==> src/verilog/spec_pkg.sv <==
`default_nettype none

package spec_pkg;

    // input sample format
    localparam int DIN_WIDTH = 12;

    // spectrum geometry
    localparam int VECTOR_LEN = 16;
    localparam int BIN_WIDTH = $clog2(VECTOR_LEN);

    // full precision power of one complex sample
    localparam int POWER_WIDTH = 2 * DIN_WIDTH + 1;

    // scaling ahead of the accumulator, truncation only
    localparam int POWER_SHIFT = 4;
    localparam int ACC_DIN_WIDTH = 18;

    // accumulated bin, sized for acc_len up to 16384
    localparam int DOUT_WIDTH = 32;

    // signed real or imaginary component
    typedef logic signed [DIN_WIDTH-1:0] sample_t;

    // raw power, always non-negative
    typedef logic [POWER_WIDTH-1:0] power_t;

    // scaled and saturated power
    typedef logic [ACC_DIN_WIDTH-1:0] acc_in_t;

    // one accumulated bin
    typedef logic [DOUT_WIDTH-1:0] spec_t;

    // bin address within a vector
    typedef logic [BIN_WIDTH-1:0] bin_t;

    // saturation ceiling of the accumulator input
    localparam acc_in_t ACC_IN_MAX = '1;

endpackage

`default_nettype wire

==> src/verilog/complex_power.sv <==
`timescale 1ns/1ps
`default_nettype none

module complex_power (
    input  wire              clk,
    input  wire              cnt_rst,
    input  wire spec_pkg::sample_t re,
    input  wire spec_pkg::sample_t im,
    input  wire              valid,
    input  wire              sync,
    output spec_pkg::power_t power,
    output logic             power_valid,
    output logic             power_sync
);

    import spec_pkg::*;

    // squares of a signed component are non-negative and fit in 2*DIN_WIDTH bits
    logic [2*DIN_WIDTH-1:0] sq_re;
    logic [2*DIN_WIDTH-1:0] sq_im;
    logic                   sq_valid;
    logic                   sq_sync;

    // stage one: the two squares
    always_ff @(posedge clk) begin
        sq_re <= re * re;
        sq_im <= im * im;
    end

    always_ff @(posedge clk) begin
        if (cnt_rst) begin
            sq_valid <= 1'b0;
            sq_sync  <= 1'b0;
        end else begin
            sq_valid <= valid;
            sq_sync  <= sync & valid;
        end
    end

    // stage two: the sum, one extra bit absorbs the carry
    always_ff @(posedge clk) begin
        power <= power_t'(sq_re) + power_t'(sq_im);
    end

    always_ff @(posedge clk) begin
        if (cnt_rst) begin
            power_valid <= 1'b0;
            power_sync  <= 1'b0;
        end else begin
            power_valid <= sq_valid;
            power_sync  <= sq_sync;
        end
    end

endmodule

`default_nettype wire

==> src/verilog/power_resize.sv <==
`timescale 1ns/1ps
`default_nettype none

module power_resize (
    input  wire               clk,
    input  wire               cnt_rst,
    input  wire spec_pkg::power_t power,
    input  wire               power_valid,
    input  wire               power_sync,
    output spec_pkg::acc_in_t acc_in,
    output logic              acc_valid,
    output logic              acc_sync,
    output logic              sat
);

    import spec_pkg::*;

    // power after the fixed right shift, still full width
    power_t shifted;

    // shifted value does not fit in the accumulator input
    logic over;

    assign shifted = power >> POWER_SHIFT;
    assign over    = shifted > power_t'(ACC_IN_MAX);

    // clamp to the largest accumulator input
    always_ff @(posedge clk) begin
        if (over) begin
            acc_in <= ACC_IN_MAX;
        end else begin
            acc_in <= shifted[ACC_DIN_WIDTH-1:0];
        end
    end

    always_ff @(posedge clk) begin
        if (cnt_rst) begin
            acc_valid <= 1'b0;
            acc_sync  <= 1'b0;
            sat       <= 1'b0;
        end else begin
            acc_valid <= power_valid;
            acc_sync  <= power_sync;
            // only a real sample may report saturation
            sat       <= over & power_valid;
        end
    end

    // the overflow pulse marks the same cycle as its sample
    sat_needs_valid: assert property (
        @(posedge clk) disable iff (cnt_rst)
        sat |-> acc_valid
    ) else $error("sat raised without acc_valid");

endmodule

`default_nettype wire

==> src/verilog/acc_control.sv <==
`timescale 1ns/1ps
`default_nettype none

module acc_control (
    input  wire              clk,
    input  wire              cnt_rst,
    input  wire [31:0]       acc_len,
    input  wire              acc_valid,
    input  wire              acc_sync,
    output logic             sample_en,
    output spec_pkg::bin_t   bin,
    output logic             first_vec,
    output logic             last_vec
);

    import spec_pkg::*;

    // set once the frame has started
    logic        run;
    // sample position within one accumulation
    logic [31:0] pos;
    logic [31:0] pos_last;
    logic [31:0] last_vec_start;

    assign pos_last       = (acc_len << BIN_WIDTH) - 32'd1;
    assign last_vec_start = (acc_len - 32'd1) << BIN_WIDTH;

    // the sync sample itself already counts
    assign sample_en = acc_valid & (run | acc_sync);

    // a sync without its sample is ignored, later syncs change nothing
    always_ff @(posedge clk) begin
        if (cnt_rst) begin
            run <= 1'b0;
        end else if (acc_valid && acc_sync) begin
            run <= 1'b1;
        end
    end

    always_ff @(posedge clk) begin
        if (cnt_rst) begin
            pos <= 32'd0;
        end else if (sample_en) begin
            if (pos == pos_last) begin
                pos <= 32'd0;
            end else begin
                pos <= pos + 32'd1;
            end
        end
    end

    assign bin       = pos[BIN_WIDTH-1:0];
    assign first_vec = pos < VECTOR_LEN;
    // with acc_len 1 the last vector is also the first
    assign last_vec  = pos >= last_vec_start;

    // zero length would never wrap the position counter
    acc_len_nonzero: assert property (
        @(posedge clk) disable iff (cnt_rst)
        run |-> acc_len != 32'd0
    ) else $error("acc_len is zero while accumulating");

endmodule

`default_nettype wire

==> src/verilog/vector_accumulator.sv <==
`timescale 1ns/1ps
`default_nettype none

module vector_accumulator (
    input  wire               clk,
    input  wire               cnt_rst,
    input  wire spec_pkg::acc_in_t din,
    input  wire               sample_en,
    input  wire spec_pkg::bin_t   bin,
    input  wire               first_vec,
    input  wire               last_vec,
    output spec_pkg::spec_t   dout,
    output logic              dout_valid,
    output spec_pkg::bin_t    dout_addr
);

    import spec_pkg::*;

    // one running sum per bin
    spec_t mem [VECTOR_LEN];

    spec_t stored;
    spec_t sum;

    // read and write share the bin address
    assign stored = mem[bin];

    // first vector restarts the bin from the new sample
    always_comb begin
        if (first_vec) begin
            sum = spec_t'(din);
        end else begin
            sum = stored + spec_t'(din);
        end
    end

    always_ff @(posedge clk) begin
        if (sample_en) begin
            mem[bin] <= sum;
        end
    end

    // finished bins leave during the last vector
    always_ff @(posedge clk) begin
        if (sample_en && last_vec) begin
            dout      <= sum;
            dout_addr <= bin;
        end
    end

    always_ff @(posedge clk) begin
        if (cnt_rst) begin
            dout_valid <= 1'b0;
        end else begin
            dout_valid <= sample_en & last_vec;
        end
    end

    // back to back outputs walk the bins in order
    addr_in_order: assert property (
        @(posedge clk) disable iff (cnt_rst)
        dout_valid && $past(dout_valid) |-> dout_addr == bin_t'($past(dout_addr) + 1'b1)
    ) else $error("dout_addr out of order");

endmodule

`default_nettype wire

==> src/verilog/spectrometer_lane.sv <==
`timescale 1ns/1ps
`default_nettype none

module spectrometer_lane (
    input  wire                clk,
    input  wire                cnt_rst,
    input  wire spec_pkg::sample_t din_re,
    input  wire spec_pkg::sample_t din_im,
    input  wire                din_valid,
    input  wire                sync_in,
    input  wire [31:0]         acc_len,
    output spec_pkg::spec_t    dout,
    output logic               dout_valid,
    output spec_pkg::bin_t     dout_addr,
    output logic               ovf_flag
);

    import spec_pkg::*;

    // input register
    sample_t re_r;
    sample_t im_r;
    logic    valid_r;
    logic    sync_r;

    // power stage
    power_t  power;
    logic    power_valid;
    logic    power_sync;

    // resize stage
    acc_in_t acc_in;
    logic    acc_valid;
    logic    acc_sync;
    logic    sat;

    // accumulation control
    logic    sample_en;
    bin_t    bin;
    logic    first_vec;
    logic    last_vec;

    always_ff @(posedge clk) begin
        re_r <= din_re;
        im_r <= din_im;
    end

    always_ff @(posedge clk) begin
        if (cnt_rst) begin
            valid_r <= 1'b0;
            sync_r  <= 1'b0;
        end else begin
            valid_r <= din_valid;
            sync_r  <= sync_in;
        end
    end

    complex_power complex_power_i (
        .clk         (clk),
        .cnt_rst     (cnt_rst),
        .re          (re_r),
        .im          (im_r),
        .valid       (valid_r),
        .sync        (sync_r),
        .power       (power),
        .power_valid (power_valid),
        .power_sync  (power_sync)
    );

    power_resize power_resize_i (
        .clk         (clk),
        .cnt_rst     (cnt_rst),
        .power       (power),
        .power_valid (power_valid),
        .power_sync  (power_sync),
        .acc_in      (acc_in),
        .acc_valid   (acc_valid),
        .acc_sync    (acc_sync),
        .sat         (sat)
    );

    // combinational, lines up with acc_in
    acc_control acc_control_i (
        .clk       (clk),
        .cnt_rst   (cnt_rst),
        .acc_len   (acc_len),
        .acc_valid (acc_valid),
        .acc_sync  (acc_sync),
        .sample_en (sample_en),
        .bin       (bin),
        .first_vec (first_vec),
        .last_vec  (last_vec)
    );

    vector_accumulator vector_accumulator_i (
        .clk        (clk),
        .cnt_rst    (cnt_rst),
        .din        (acc_in),
        .sample_en  (sample_en),
        .bin        (bin),
        .first_vec  (first_vec),
        .last_vec   (last_vec),
        .dout       (dout),
        .dout_valid (dout_valid),
        .dout_addr  (dout_addr)
    );

    assign ovf_flag = sat;

endmodule

`default_nettype wire

==> config.mk <==
export PLATFORM = sky130hd
export DESIGN_NAME = spectrometer_lane
export DESIGN_NICKNAME = d
export VERILOG_FILES = /design/src/verilog/spec_pkg.sv /design/src/verilog/complex_power.sv /design/src/verilog/power_resize.sv /design/src/verilog/acc_control.sv /design/src/verilog/vector_accumulator.sv /design/src/verilog/spectrometer_lane.sv
export SDC_FILE = /design/constraint.sdc
export NUM_CORES = 1
export LEC_CHECK = 0
export ABC_AREA = 1
export BUFFER_PORTS_ARGS = -buffer_cell sky130_fd_sc_hd__buf_2
export CAP_MARGIN = 10
export CORE_ASPECT_RATIO = 0.5
export CORE_MARGIN = 2
export CORE_UTILIZATION = 40
export CTS_CLUSTER_DIAMETER = 100
export DETAILED_ROUTE_END_ITERATION = 10
export SYNTH_ARGS = -nofsm -noshare
export SYNTH_HDL_FRONTEND = slang
export SYNTH_SLANG_ARGS = --single-unit
==> constraint.sdc <==
create_clock -name clk -period 15.39 [get_ports clk]
set_input_delay 1.539 -clock clk [delete_from_list [all_inputs] [get_ports clk]]
set_output_delay 1.539 -clock clk [all_outputs]
set_load 0.02 [all_outputs]
==> results of run 1 <==
==> layout by cell type, fill, tap and decap left out, types with 13 or more instances in the layout <==
cell type	Yosys	routed
a21oi_1	132	132
buf_2	34	93
buf_4	11	35
clkbuf_16	0	71
clkinv_1	3	13
dfxtp_1	154	150
edfxtp_1	548	548
fa_1	250	250
ha_1	184	184
inv_1	614	612
nand2_1	614	614
nand2_2	15	15
nand3_1	176	176
nand4_1	39	39
nor2_1	391	385
nor3_1	45	35
nor3_2	5	15
nor4_1	13	13
o211ai_1	26	26
o21ai_0	236	232
o21ai_1	30	34
o221ai_1	65	65
o22ai_1	14	14
xnor2_1	45	45
xor2_1	80	80
==> metal layers <==
metal,GRT usage,up-vias,part of all wire
met3,0.0252,109,0.050
met2,0.314,641,0.48
met4,0.0433,0,0.018
met1,0.254,13300,0.45
met5,0,-,0
li1,-,13000,-
==> worst max path at each step <==
stage	endpoint	cells past startpoint
after global routing	vector_accumulator_i.mem[9][30]$_DFFE_PP_	19
after detailed placement	vector_accumulator_i.dout[11]$_DFFE_PP_	25
after floorplan	vector_accumulator_i.dout[0]$_DFFE_PP_	23
after CTS	vector_accumulator_i.mem[8][30]$_DFFE_PP_	19
final	vector_accumulator_i.mem[4][19]$_DFFE_PP_	17
after global placement	vector_accumulator_i.dout[11]$_DFFE_PP_	25
==> power by group through the flow <==
stage                     clock network [mW]  logic [mW]  registers (mW)
final                                   1.71        3.06            2.32
after global routing                    1.82        3.56            2.33
after CTS                               1.75        3.10            2.33
after detailed placement                   0        3.08            2.37
after global placement                     0        3.02            2.37
after floorplan                            0        2.38            2.33
==> layout make-up <==
type	instances	share of cell area
Inverter	625	0.0536
Clock buffer	86	0.0427
Multi-Input combinational cell	2440	0.394
Timing Repair Buffer	129	0.0170
Tap cell	1328	0.0378
Sequential cell	702	0.445
Clock inverter	39	0.00943
==> synthesized netlist by cell type (all sizes together) (2+ instances only) <==
cell type,count,area [µm²]
a21oi,132,661
o21ai,268,1360
clkinv,3,11.3
a31oi,6,37.5
o211ai,26,195
dfxtp,154,3080
or2,12,75.1
o22ai,14,87.6
nor3b,4,30.0
ha,184,2300
o21bai,11,82.6
buf,61,392
xnor2,45,394
a21boi,2,15.0
a211oi,3,22.5
nor3,51,292
a221oi,2,17.5
xor2,80,701
nor4,13,81.3
a21o,6,45.0
edfxtp,548,16500
o221ai,65,569
nand4,41,269
nand3b,5,37.5
nand3,180,921
fa,250,5000
nor2,401,1550
clkbuf,85,319
inv,622,2340
nand2,629,2400
and3,2,12.5
o31ai,2,15.0
==> worst max-delay path, delay by kind of cell (launching register included) <==
kind / cells / cell delay, ps
buffers and inverters: 4 / 2230
AOI/OAI and AO/OA: 4 / 1670
and+or+nand+nor: 8 / 1040
DFF: 1 / 570
adders and majority gates: 1 / 300
==> state kept, by name, summed over array words and instances, names as in the netlist, 4 cells and up, named ones only <==
name / count
vector_accumulator_i.dout: 32
power_resize_i.acc_in: 18
vector_accumulator_i.mem: 512
complex_power_i.power: 21
complex_power_i.sq_re: 22
complex_power_i.sq_im: 22
re_r: 12
acc_control_i.pos: 32
im_r: 12
vector_accumulator_i.dout_addr: 4
==> through the flow <==
stage          instances  worst slack (ps)  power, mW  cell area [µm²]
4_1_cts             5346              9220       7.17            43900
3_5_place_dp        5221              9020       5.44            41600
2_1_floorplan       3913             10210       4.70            39800
3_3_place_gp        5221              9070       5.38            41600
6_report            5349              9130       7.09            43900
5_1_grt             5349              8600       7.72            43900
==> kinds of logic after synthesis <==
family,synth area share
and+or+nand+nor,0.143
buffers and inverters,0.0768
DFF,0.491
AOI/OAI and AO/OA,0.0786
adders and majority gates,0.184
xor gates and xnor gates,0.0275
==> results.md, run 1 <==
* Tcrit/Tclk final at 0.406
* PostCTS Resize Cnt at 0
* Power share of the combinational group at 0.431
* Worst setup SP type: register
* Worst-margin pin slew at 1330 ps
* Net Sw Frac at 0.380
* Reg clk slew, reported paths at 60 ps
* R2r endpoint: vector_accumulator_i.mem[4][19]$_DFFE_PP_
* Cts bufs inserted at 69
* Post-route ant nets at 0
* Sequential share of power at 0.327
* Clock buffer depth at 3
* Gr usage total at 0.185
* Netlist cell types at 55
* Die Y-Extent at 227 µm
* Root buf cell: clkbuf_16
* Finished Core Util at 0.447
* H-tree depth at 3
* Die X at 450 µm
* Core box area at 98200 µm²
* Register cell area after layout at 19500 µm²
* Hold-critical path depth at 2
* Fin Clk Skew at 26.0 ps
* Io pins at 98
* PwrDens at 162 nW/µm²
* Max-Cap Viols at 0
* Final hold viol count at 0
* Synth warnings at 0
* Initial cell density of the core at 0.405
* Reg2reg setup slack at 9130 ps
* Mapped Cells at 3913
* Hold path start: complex_power_i.power_sync$_SDFF_PP0_
* Final setup viols at 0
* Max VDD drop at 0.190 mV
* Vias per cell at 5.07
* Nets at 4461
* Setup TNS at 0 ps
* First-pass GRT wire length at 149 mm
* CTS tree: done
* Fillers at 9168
* Total die area at 102000 µm²
* Sequential fraction of the synthesis area at 0.491
* Crit path top cell by count: nand2_1
* # hold bufs at CTS at 0
* Worst Path Required at 15630 ps
* Static Leakage at 18.5 nW
* Sw power at 2.69 mW
* Total congestion overflow at 0
* Fin Hold WS at 406 ps
* Yosys reg bits at 702
* Antenna diodes at 0
* Worst r2r path cells at 17
* Final worst path period need at 6260 ps
* Largest net degree at the start of global routing at 204
* Slew headroom at 0.107
* Vias in the first global route at 27.0k
* CP Capture Type: register
* Syn nets at 4407
* Postcts setup bufs at 0
* Hold endpoint: power_resize_i.acc_sync$_SDFF_PP0_
* CP arrival at 6490 ps
* Internal power at 4.40 mW
* Asr flop ratio synth at 0
* Status: finished clean
* Synthesized area per cell at 10.2 µm²
* DRT iter0 DRCs at 2218
* Slowest stage delay, CP at 1070 ps
* Synth Flop Type: edfxtp_1
* Total number of vias at 27.1k
* Hold crit path type: register to register
* Area grow syn2layout at 10.3%
* Number of flops mapped to enable cells by yosys at 548
* RSZ-0062 raised after global routing: false
* Crit-path max FO at 101
* Worst-path cell chain: inv_6 > buf_4 > buf_4 > o21ai_0 > o221ai_1 > nand3_1 > nand2_1 > ha_1 > nand2_1 > inv_1 > a21oi_1 > nand2_1 > nand2_1 > nand2_1 > nand4_1 > nand3_2 > a21oi_1
* Multi-input gate area at 17300 µm²
* Initial antenna violation count at 0
* Peak Freq at 0.160 GHz
* Setup CP Type: register to register
* Total Wirelength at 94.0 mm
* Drt wl/cell at 17.6 µm
* Drt first pass iters at 5
* Clk network pwr share at 0.241
* Port Buffers at 93
* Gpl congestion at 0.868
* # clock sinks at 702
* Slowest stage cell, crit path: a21oi_1
* Std-Cell Rows at 81
* Dpl hpwl at 59.4 mm
* DRC viols at 0
* Ratio of cells with drive above 1 in the final layout at 0.0781
* Max Slew Vio Count at 0
* Area of the mapped netlist at 39800 µm²
* Clock insertion delay at the later pin of the skew report at 630 ps
Note: power is estimated with default switching activity, not from simulation.
==> run 2, diff against run 1 <==
--- a/config.mk
+++ b/config.mk
@@ -5,7 +5,7 @@
 export SDC_FILE = /design/constraint.sdc
 export NUM_CORES = 1
 export LEC_CHECK = 0
-export ABC_AREA = 1
+export ABC_AREA = 0
 export BUFFER_PORTS_ARGS = -buffer_cell sky130_fd_sc_hd__buf_2
 export CAP_MARGIN = 10
 export CORE_ASPECT_RATIO = 0.5
==> constraint.sdc (replaced) <==
create_clock -name clk -period 6.26 [get_ports clk]
set_input_delay 0.626 -clock clk [delete_from_list [all_inputs] [get_ports clk]]
set_output_delay 0.626 -clock clk [all_outputs]
set_load 0.02 [all_outputs]
==> run 2 against run 1 <==
Against the previous run: worst setup slack lost 8800 ps; sequential cell count unchanged; hold slack worse by 300 ps; largest cell class unchanged; largest power group unchanged.
==> results.md, run 2 <==
* Status: finished clean
* Top cells by area, synth: edfxtp_1 (43%), fa_1 (13%), dfxtp_1 (8.1%)
* Top reg by flops: vector_accumulator_i.mem
* Commonest non-fill, non-tap cell in the layout: edfxtp_1
* Crit-path max FO at 11
* Power share of the combinational group at 0.420
* Io pins at 98
* Beginning of the worst register-to-register path: re_r[8]$_DFF_P_
* CTS tree: done
* Reg clk slew, reported paths at 60 ps
* Max reg flops at 512
* Internal power at 11.1 mW
* Gr usage total at 0.165
* Reg2reg setup slack at 330 ps
* Fin Hold WS at 107 ps
* Mapped Cells at 2688
* Setup CP Type: register to register
* Worst Path Required at 6760 ps
* Largest net degree at the start of global routing at 49
* RSZ-0062 raised after global routing: false
* Core box area at 93400 µm²
* H-tree depth at 3
* DRT iter0 DRCs at 1315
* Gpl congestion at 0.788
* Synth warnings at 0
* Fin Clk Skew at 35.6 ps
* Port Buffers at 93
* Total congestion overflow at 0
* Area grow syn2layout at 12.1%
* Synthesized area per cell at 14.1 µm²
* Syn nets at 3182
* Most frequent cells in the layout: edfxtp_1 (548), inv_1 (405), fa_1 (250)
* First-pass GRT wire length at 124 mm
* Drt first pass iters at 6
* Critical path destination: complex_power_i.sq_re[23]$_DFF_P_
* Number of flops mapped to enable cells by yosys at 548
* Final setup viols at 0
* R2r endpoint: complex_power_i.sq_re[23]$_DFF_P_
* # clock sinks at 702
* Initial antenna violation count at 3
* Tcrit/Tclk final at 0.948
* CP arrival at 6430 ps
* Max VDD drop at 0.357 mV
* Peak Freq at 0.169 GHz
* Synth Flop Type: edfxtp_1
* # hold bufs at CTS at 0
* Std-Cell Rows at 79
* Most common cell in the netlist: edfxtp_1
* Design Power at 16.9 mW
* PostCTS Resize Cnt at 0
* Drt wl/cell at 18.7 µm
* Clk network pwr share at 0.246
* Asr flop ratio synth at 0
* DRC viols at 0
* Total die area at 97400 µm²
* Worst-margin pin slew at 1180 ps
* Leading area contributor after synthesis: edfxtp_1
* Vias per cell at 5.06
* Max Slew Vio Count at 0
* Root buf cell: clkbuf_16
* Final worst path period need at 5930 ps
* Total Wirelength at 78.1 mm
* Net Sw Frac at 0.346
* CP Capture Type: register
* Netlist cell types at 73
* Max-Cap Viols at 0
* Sequential fraction of the synthesis area at 0.515
* Final hold viol count at 0
* Synth top cells by count: edfxtp_1 (548), inv_1 (407), fa_1 (250)
* Die X at 439 µm
* Vias in the first global route at 22.1k
* Yosys reg bits at 702
* Ratio of cells with drive above 1 in the final layout at 0.148
* Static Leakage at 16.7 nW
* Hold path start: din_re[9]
* Die Y-Extent at 222 µm
* Post-route ant nets at 0
* Clock insertion delay at the later pin of the skew report at 630 ps
* Total number of vias at 21.1k
* Setup TNS at 0 ps
* Area of the mapped netlist at 37900 µm²
* Largest registers: vector_accumulator_i.mem: 512 flops, acc_control_i.pos: 32 flops, vector_accumulator_i.dout: 32 flops
* Nets at 3350
* Critical Path Start: re_r[8]$_DFF_P_
* Share of the synthesized area in the top cell type at 0.434
* PwrDens at 399 nW/µm²
* Sw power at 5.86 mW
* Worst r2r path cells at 21
* Sequential share of power at 0.333
* Initial cell density of the core at 0.406
* Clock buffer depth at 3
* Worst setup SP type: register
* Dpl hpwl at 51.0 mm
* Cts bufs inserted at 69
* Postcts setup bufs at 0
* Slew headroom at 0.213
* Hold crit path type: input pin to register
==> run 2: worst min-delay path by stage <==
stage / to / slack [ps] / cells past startpoint
detailed placement: power_resize_i.acc_in[2]$_SDFF_PN1_ / 400 / 1
global route: re_r[11]$_DFF_P_ / 70 / 1
global placement: power_resize_i.acc_in[2]$_SDFF_PN1_ / 390 / 1
floorplan: power_resize_i.acc_in[0]$_SDFF_PN1_ / 390 / 1
CTS: re_r[5]$_DFF_P_ / 60 / 1
finish: re_r[9]$_DFF_P_ / 110 / 1
==> run 2: stage by stage <==
step	worst slack (ps)	std cells	util	cell area, µm²
global route	1.94	4167	0.455	42500
finish	328	4168	0.455	42500
CTS	228	4167	0.455	42500
detailed placement	268	4040	0.430	40200
global placement	377	4040	0.430	40200
floorplan	420	2688	-	37900
==> run 2: logic make-up after synthesis <==
| group | count (synthesis) | share of synthesized area |
|---|---|---|
| buf+inv | 482 | 0.0509 |
| xor+xnor | 148 | 0.0342 |
| mux | 165 | 0.0955 |
| simple gates | 534 | 0.0715 |
| compound gates | 223 | 0.0395 |
| fa+ha+maj | 434 | 0.193 |
| flops | 702 | 0.515 |
==> run 2: power by group through the flow <==
stage / combinational [mW] / sequential [mW] / clock [mW]
3_3_place_gp: 7.08 / 5.75 / 0
6_report: 7.13 / 5.65 / 4.17
5_1_grt: 8.27 / 5.67 / 4.48
2_1_floorplan: 5.74 / 5.69 / 0
4_1_cts: 7.25 / 5.65 / 4.28
3_5_place_dp: 7.21 / 5.76 / 0
==> run 2: per-layer routing <==
layer / routed length [µm] / up-vias / global-route usage
met2: 38500 / 379 / 0.276
met1: 34900 / 10800 / 0.227
met4: 1300 / 0 / 0.0351
met5: 0 / - / 0
li1: - / 9777 / -
met3: 3420 / 97 / 0.0247
==> run 2: final cells by class <==
class / instances / area (µm²)
multi-input combinational: 1504 / 16500
tap: 1255 / 1570
fill: 8353 / 50900
clock buffer: 87 / 1850
antenna: 1 / 2.50
sequential: 702 / 19500
inverter: 408 / 1530
clock inverter: 40 / 425
timing repair buffer: 171 / 1060
==> run 2: worst max-delay path: stages, from the launching register on <==
cell and delay [ps]:
dfxtp_1 610, inv_1 210, nor2_1 230, inv_1 90, fa_1 510, inv_1 50
fa_1 470, inv_1 60, fa_1 530, inv_1 50, fa_1 530, inv_1 50
fa_1 520, inv_1 40, ha_1 340, a21oi_1 150, a31oi_1 100, a2111oi_0 530
buf_4 210, o21bai_1 110, a211o_1 310, o211a_1 120
==> run 3, diff against run 2 <==
--- a/config.mk
+++ b/config.mk
@@ -10,9 +10,10 @@
 export CAP_MARGIN = 10
 export CORE_ASPECT_RATIO = 0.5
 export CORE_MARGIN = 2
-export CORE_UTILIZATION = 40
+export CORE_UTILIZATION = 60
 export CTS_CLUSTER_DIAMETER = 100
 export DETAILED_ROUTE_END_ITERATION = 10
+export PLACE_DENSITY = 0.77
 export SYNTH_ARGS = -nofsm -noshare
 export SYNTH_HDL_FRONTEND = slang
 export SYNTH_SLANG_ARGS = --single-unit
==> run 3 against run 2 <==
Against the previous run: clock power barely moved; largest cell class unchanged; cell count fell by 11%; highest routed layer unchanged; combinational power rose by 0.6%.
==> results.md, run 3 (same netlist as run 2, synthesis figures left out) <==
* Hold crit path type: input pin to register
* Io pins at 98
* CP Capture Type: register
* Critical Path Start: im_r[1]$_DFF_P_
* Clock buffer depth at 3
* Peak Freq at 0.170 GHz
* Vias per cell at 5.76
* GRT Max-Usage Layer: met2
* Most frequent cells in the layout: edfxtp_1 (548), inv_1 (405), fa_1 (250)
* Sw power at 5.81 mW
* CTS tree: done
* PwrDens at 406 nW/µm²
* # hold bufs at CTS at 0
* Port Buffers at 93
* Gr usage total at 0.243
* Beginning of the worst register-to-register path: im_r[1]$_DFF_P_
* Drt first pass iters at 7
* Root buf cell: clkbuf_16
* DRT iter0 DRCs at 1969
* Met1 GRT Util at 0.323
* Reg2reg setup slack at 380 ps
* Total die area at 65300 µm²
* Dpl hpwl at 49.1 mm
* Area grow syn2layout at 10.2%
* H-tree depth at 2
* Post-route ant nets at 0
* Status: finished clean
* Net Sw Frac at 0.342
* Largest net degree at the start of global routing at 49
* Setup TNS at 0 ps
* Reg clk slew, reported paths at 80 ps
* Worst-margin pin slew at 1220 ps
* Std-Cell Rows at 65
* # clock sinks at 702
* Final worst path period need at 5880 ps
* Power share of the combinational group at 0.423
* Initial antenna violation count at 1
* Crit-path max FO at 13
* Max Slew Vio Count at 0
* Commonest non-fill, non-tap cell in the layout: edfxtp_1
* Die X at 359 µm
* Design Power at 17.0 mW
* Initial cell density of the core at 0.604
* Nets at 3321
* Sequential share of power at 0.333
* DRC viols at 0
* Max reg flops at 512
* Cts bufs inserted at 60
* Final setup viols at 0
* Drt wl/cell at 20.6 µm
* Antenna diodes at 0
* Final hold viol count at 0
* Met3 usage in global routing at 0.0386
* Worst setup SP type: register
* Total number of vias at 21.4k
* Max VDD drop at 0.481 mV
* Clock insertion delay at the later pin of the skew report at 650 ps
* Largest registers: vector_accumulator_i.mem: 512 flops, acc_control_i.pos: 32 flops, vector_accumulator_i.dout: 32 flops
* Gpl congestion at 0.824
* Vias in the first global route at 22.3k
* Hold path start: din_re[8]
* Final instance area at 41800 µm²
* Core box area at 62800 µm²
* Setup CP Type: register to register
* Worst Path Required at 6760 ps
* Total Wirelength at 76.4 mm
* Die Y-Extent at 182 µm
* Fin Clk Skew at 44.6 ps
* Top reg by flops: vector_accumulator_i.mem
* Tcrit/Tclk final at 0.939
* Max-Cap Viols at 0
* Met2 usage at 0.422
* Slew headroom at 0.189
* Ratio of cells with drive above 1 in the final layout at 0.143
* First-pass GRT wire length at 122 mm
* Total congestion overflow at 0
* Internal power at 11.2 mW
* CP arrival at 6380 ps
* DP Area at 39500 µm²
* Clk network pwr share at 0.245
* Static Leakage at 16.5 nW
run 3: what timing repair did:
action | in CTS | in global routing
gates resized for setup | 0 | 2
endpoints found under the setup margin | 0 | 1
setup buffers | 0 | 0
run 3: metal layers:
layer / vias up / routed length, µm
li1: 9700 / -
met2: 708 / 38800
met5: - / 0
met4: 0 / 1880
met1: 10900 / 30800
met3: 137 / 4890
run 3: worst max-delay path, stage by stage, from the launching register on:
cell and delay, ps:
dfxtp_1 550, nor2_1 140, fa_1 540, fa_1 560
inv_1 70, fa_1 530, inv_1 50, fa_1 530
inv_1 60, fa_1 530, inv_1 40, ha_1 340
and3_1 240, a221o_1 310, a31oi_2 200, o211ai_1 180
and3_1 190, a2111oi_2 420, a21oi_1 130, xnor2_1 150
run 3: cell type report:
cell class	instances	area, µm²
fill	4370	21000
sequential	702	19500
multi-input combinational	1504	16500
clock buffer	67	1570
inverter	408	1530
tap	837	1050
timing repair buffer	151	938
clock inverter	45	642
run 3: metrics by stage:
stage	utilization	cells	setup slack (ps)	hold WS, ps
after detailed placement	0.630	3601	256	392
final	0.665	3714	382	95.2
after global routing	0.665	3714	-2.78	67.4
after global placement	0.630	3601	328	392
after CTS	0.665	3713	231	61.2
after floorplan	-	2688	420	386
run 3: power groups by stage:
stage / Clock, mW / Combinational, mW / Sequential (mW)
detailed placement: 0 / 7.19 / 5.75
global placement: 0 / 6.97 / 5.74
global route: 4.38 / 8.29 / 5.67
finish: 4.15 / 7.17 / 5.65
floorplan: 0 / 5.74 / 5.69
CTS: 4.20 / 7.25 / 5.65
run 3: worst paths after layout:
| check | depth (start not counted) | to |
|---|---|---|
| setup / recovery | 19 | complex_power_i.sq_im[23]$_DFF_P_ |
| hold / removal | 1 | re_r[8]$_DFF_P_ |
| setup reg to reg | 19 | complex_power_i.sq_im[23]$_DFF_P_ |
| hold reg to reg | 1 | power_resize_i.acc_sync$_SDFF_PP0_ |
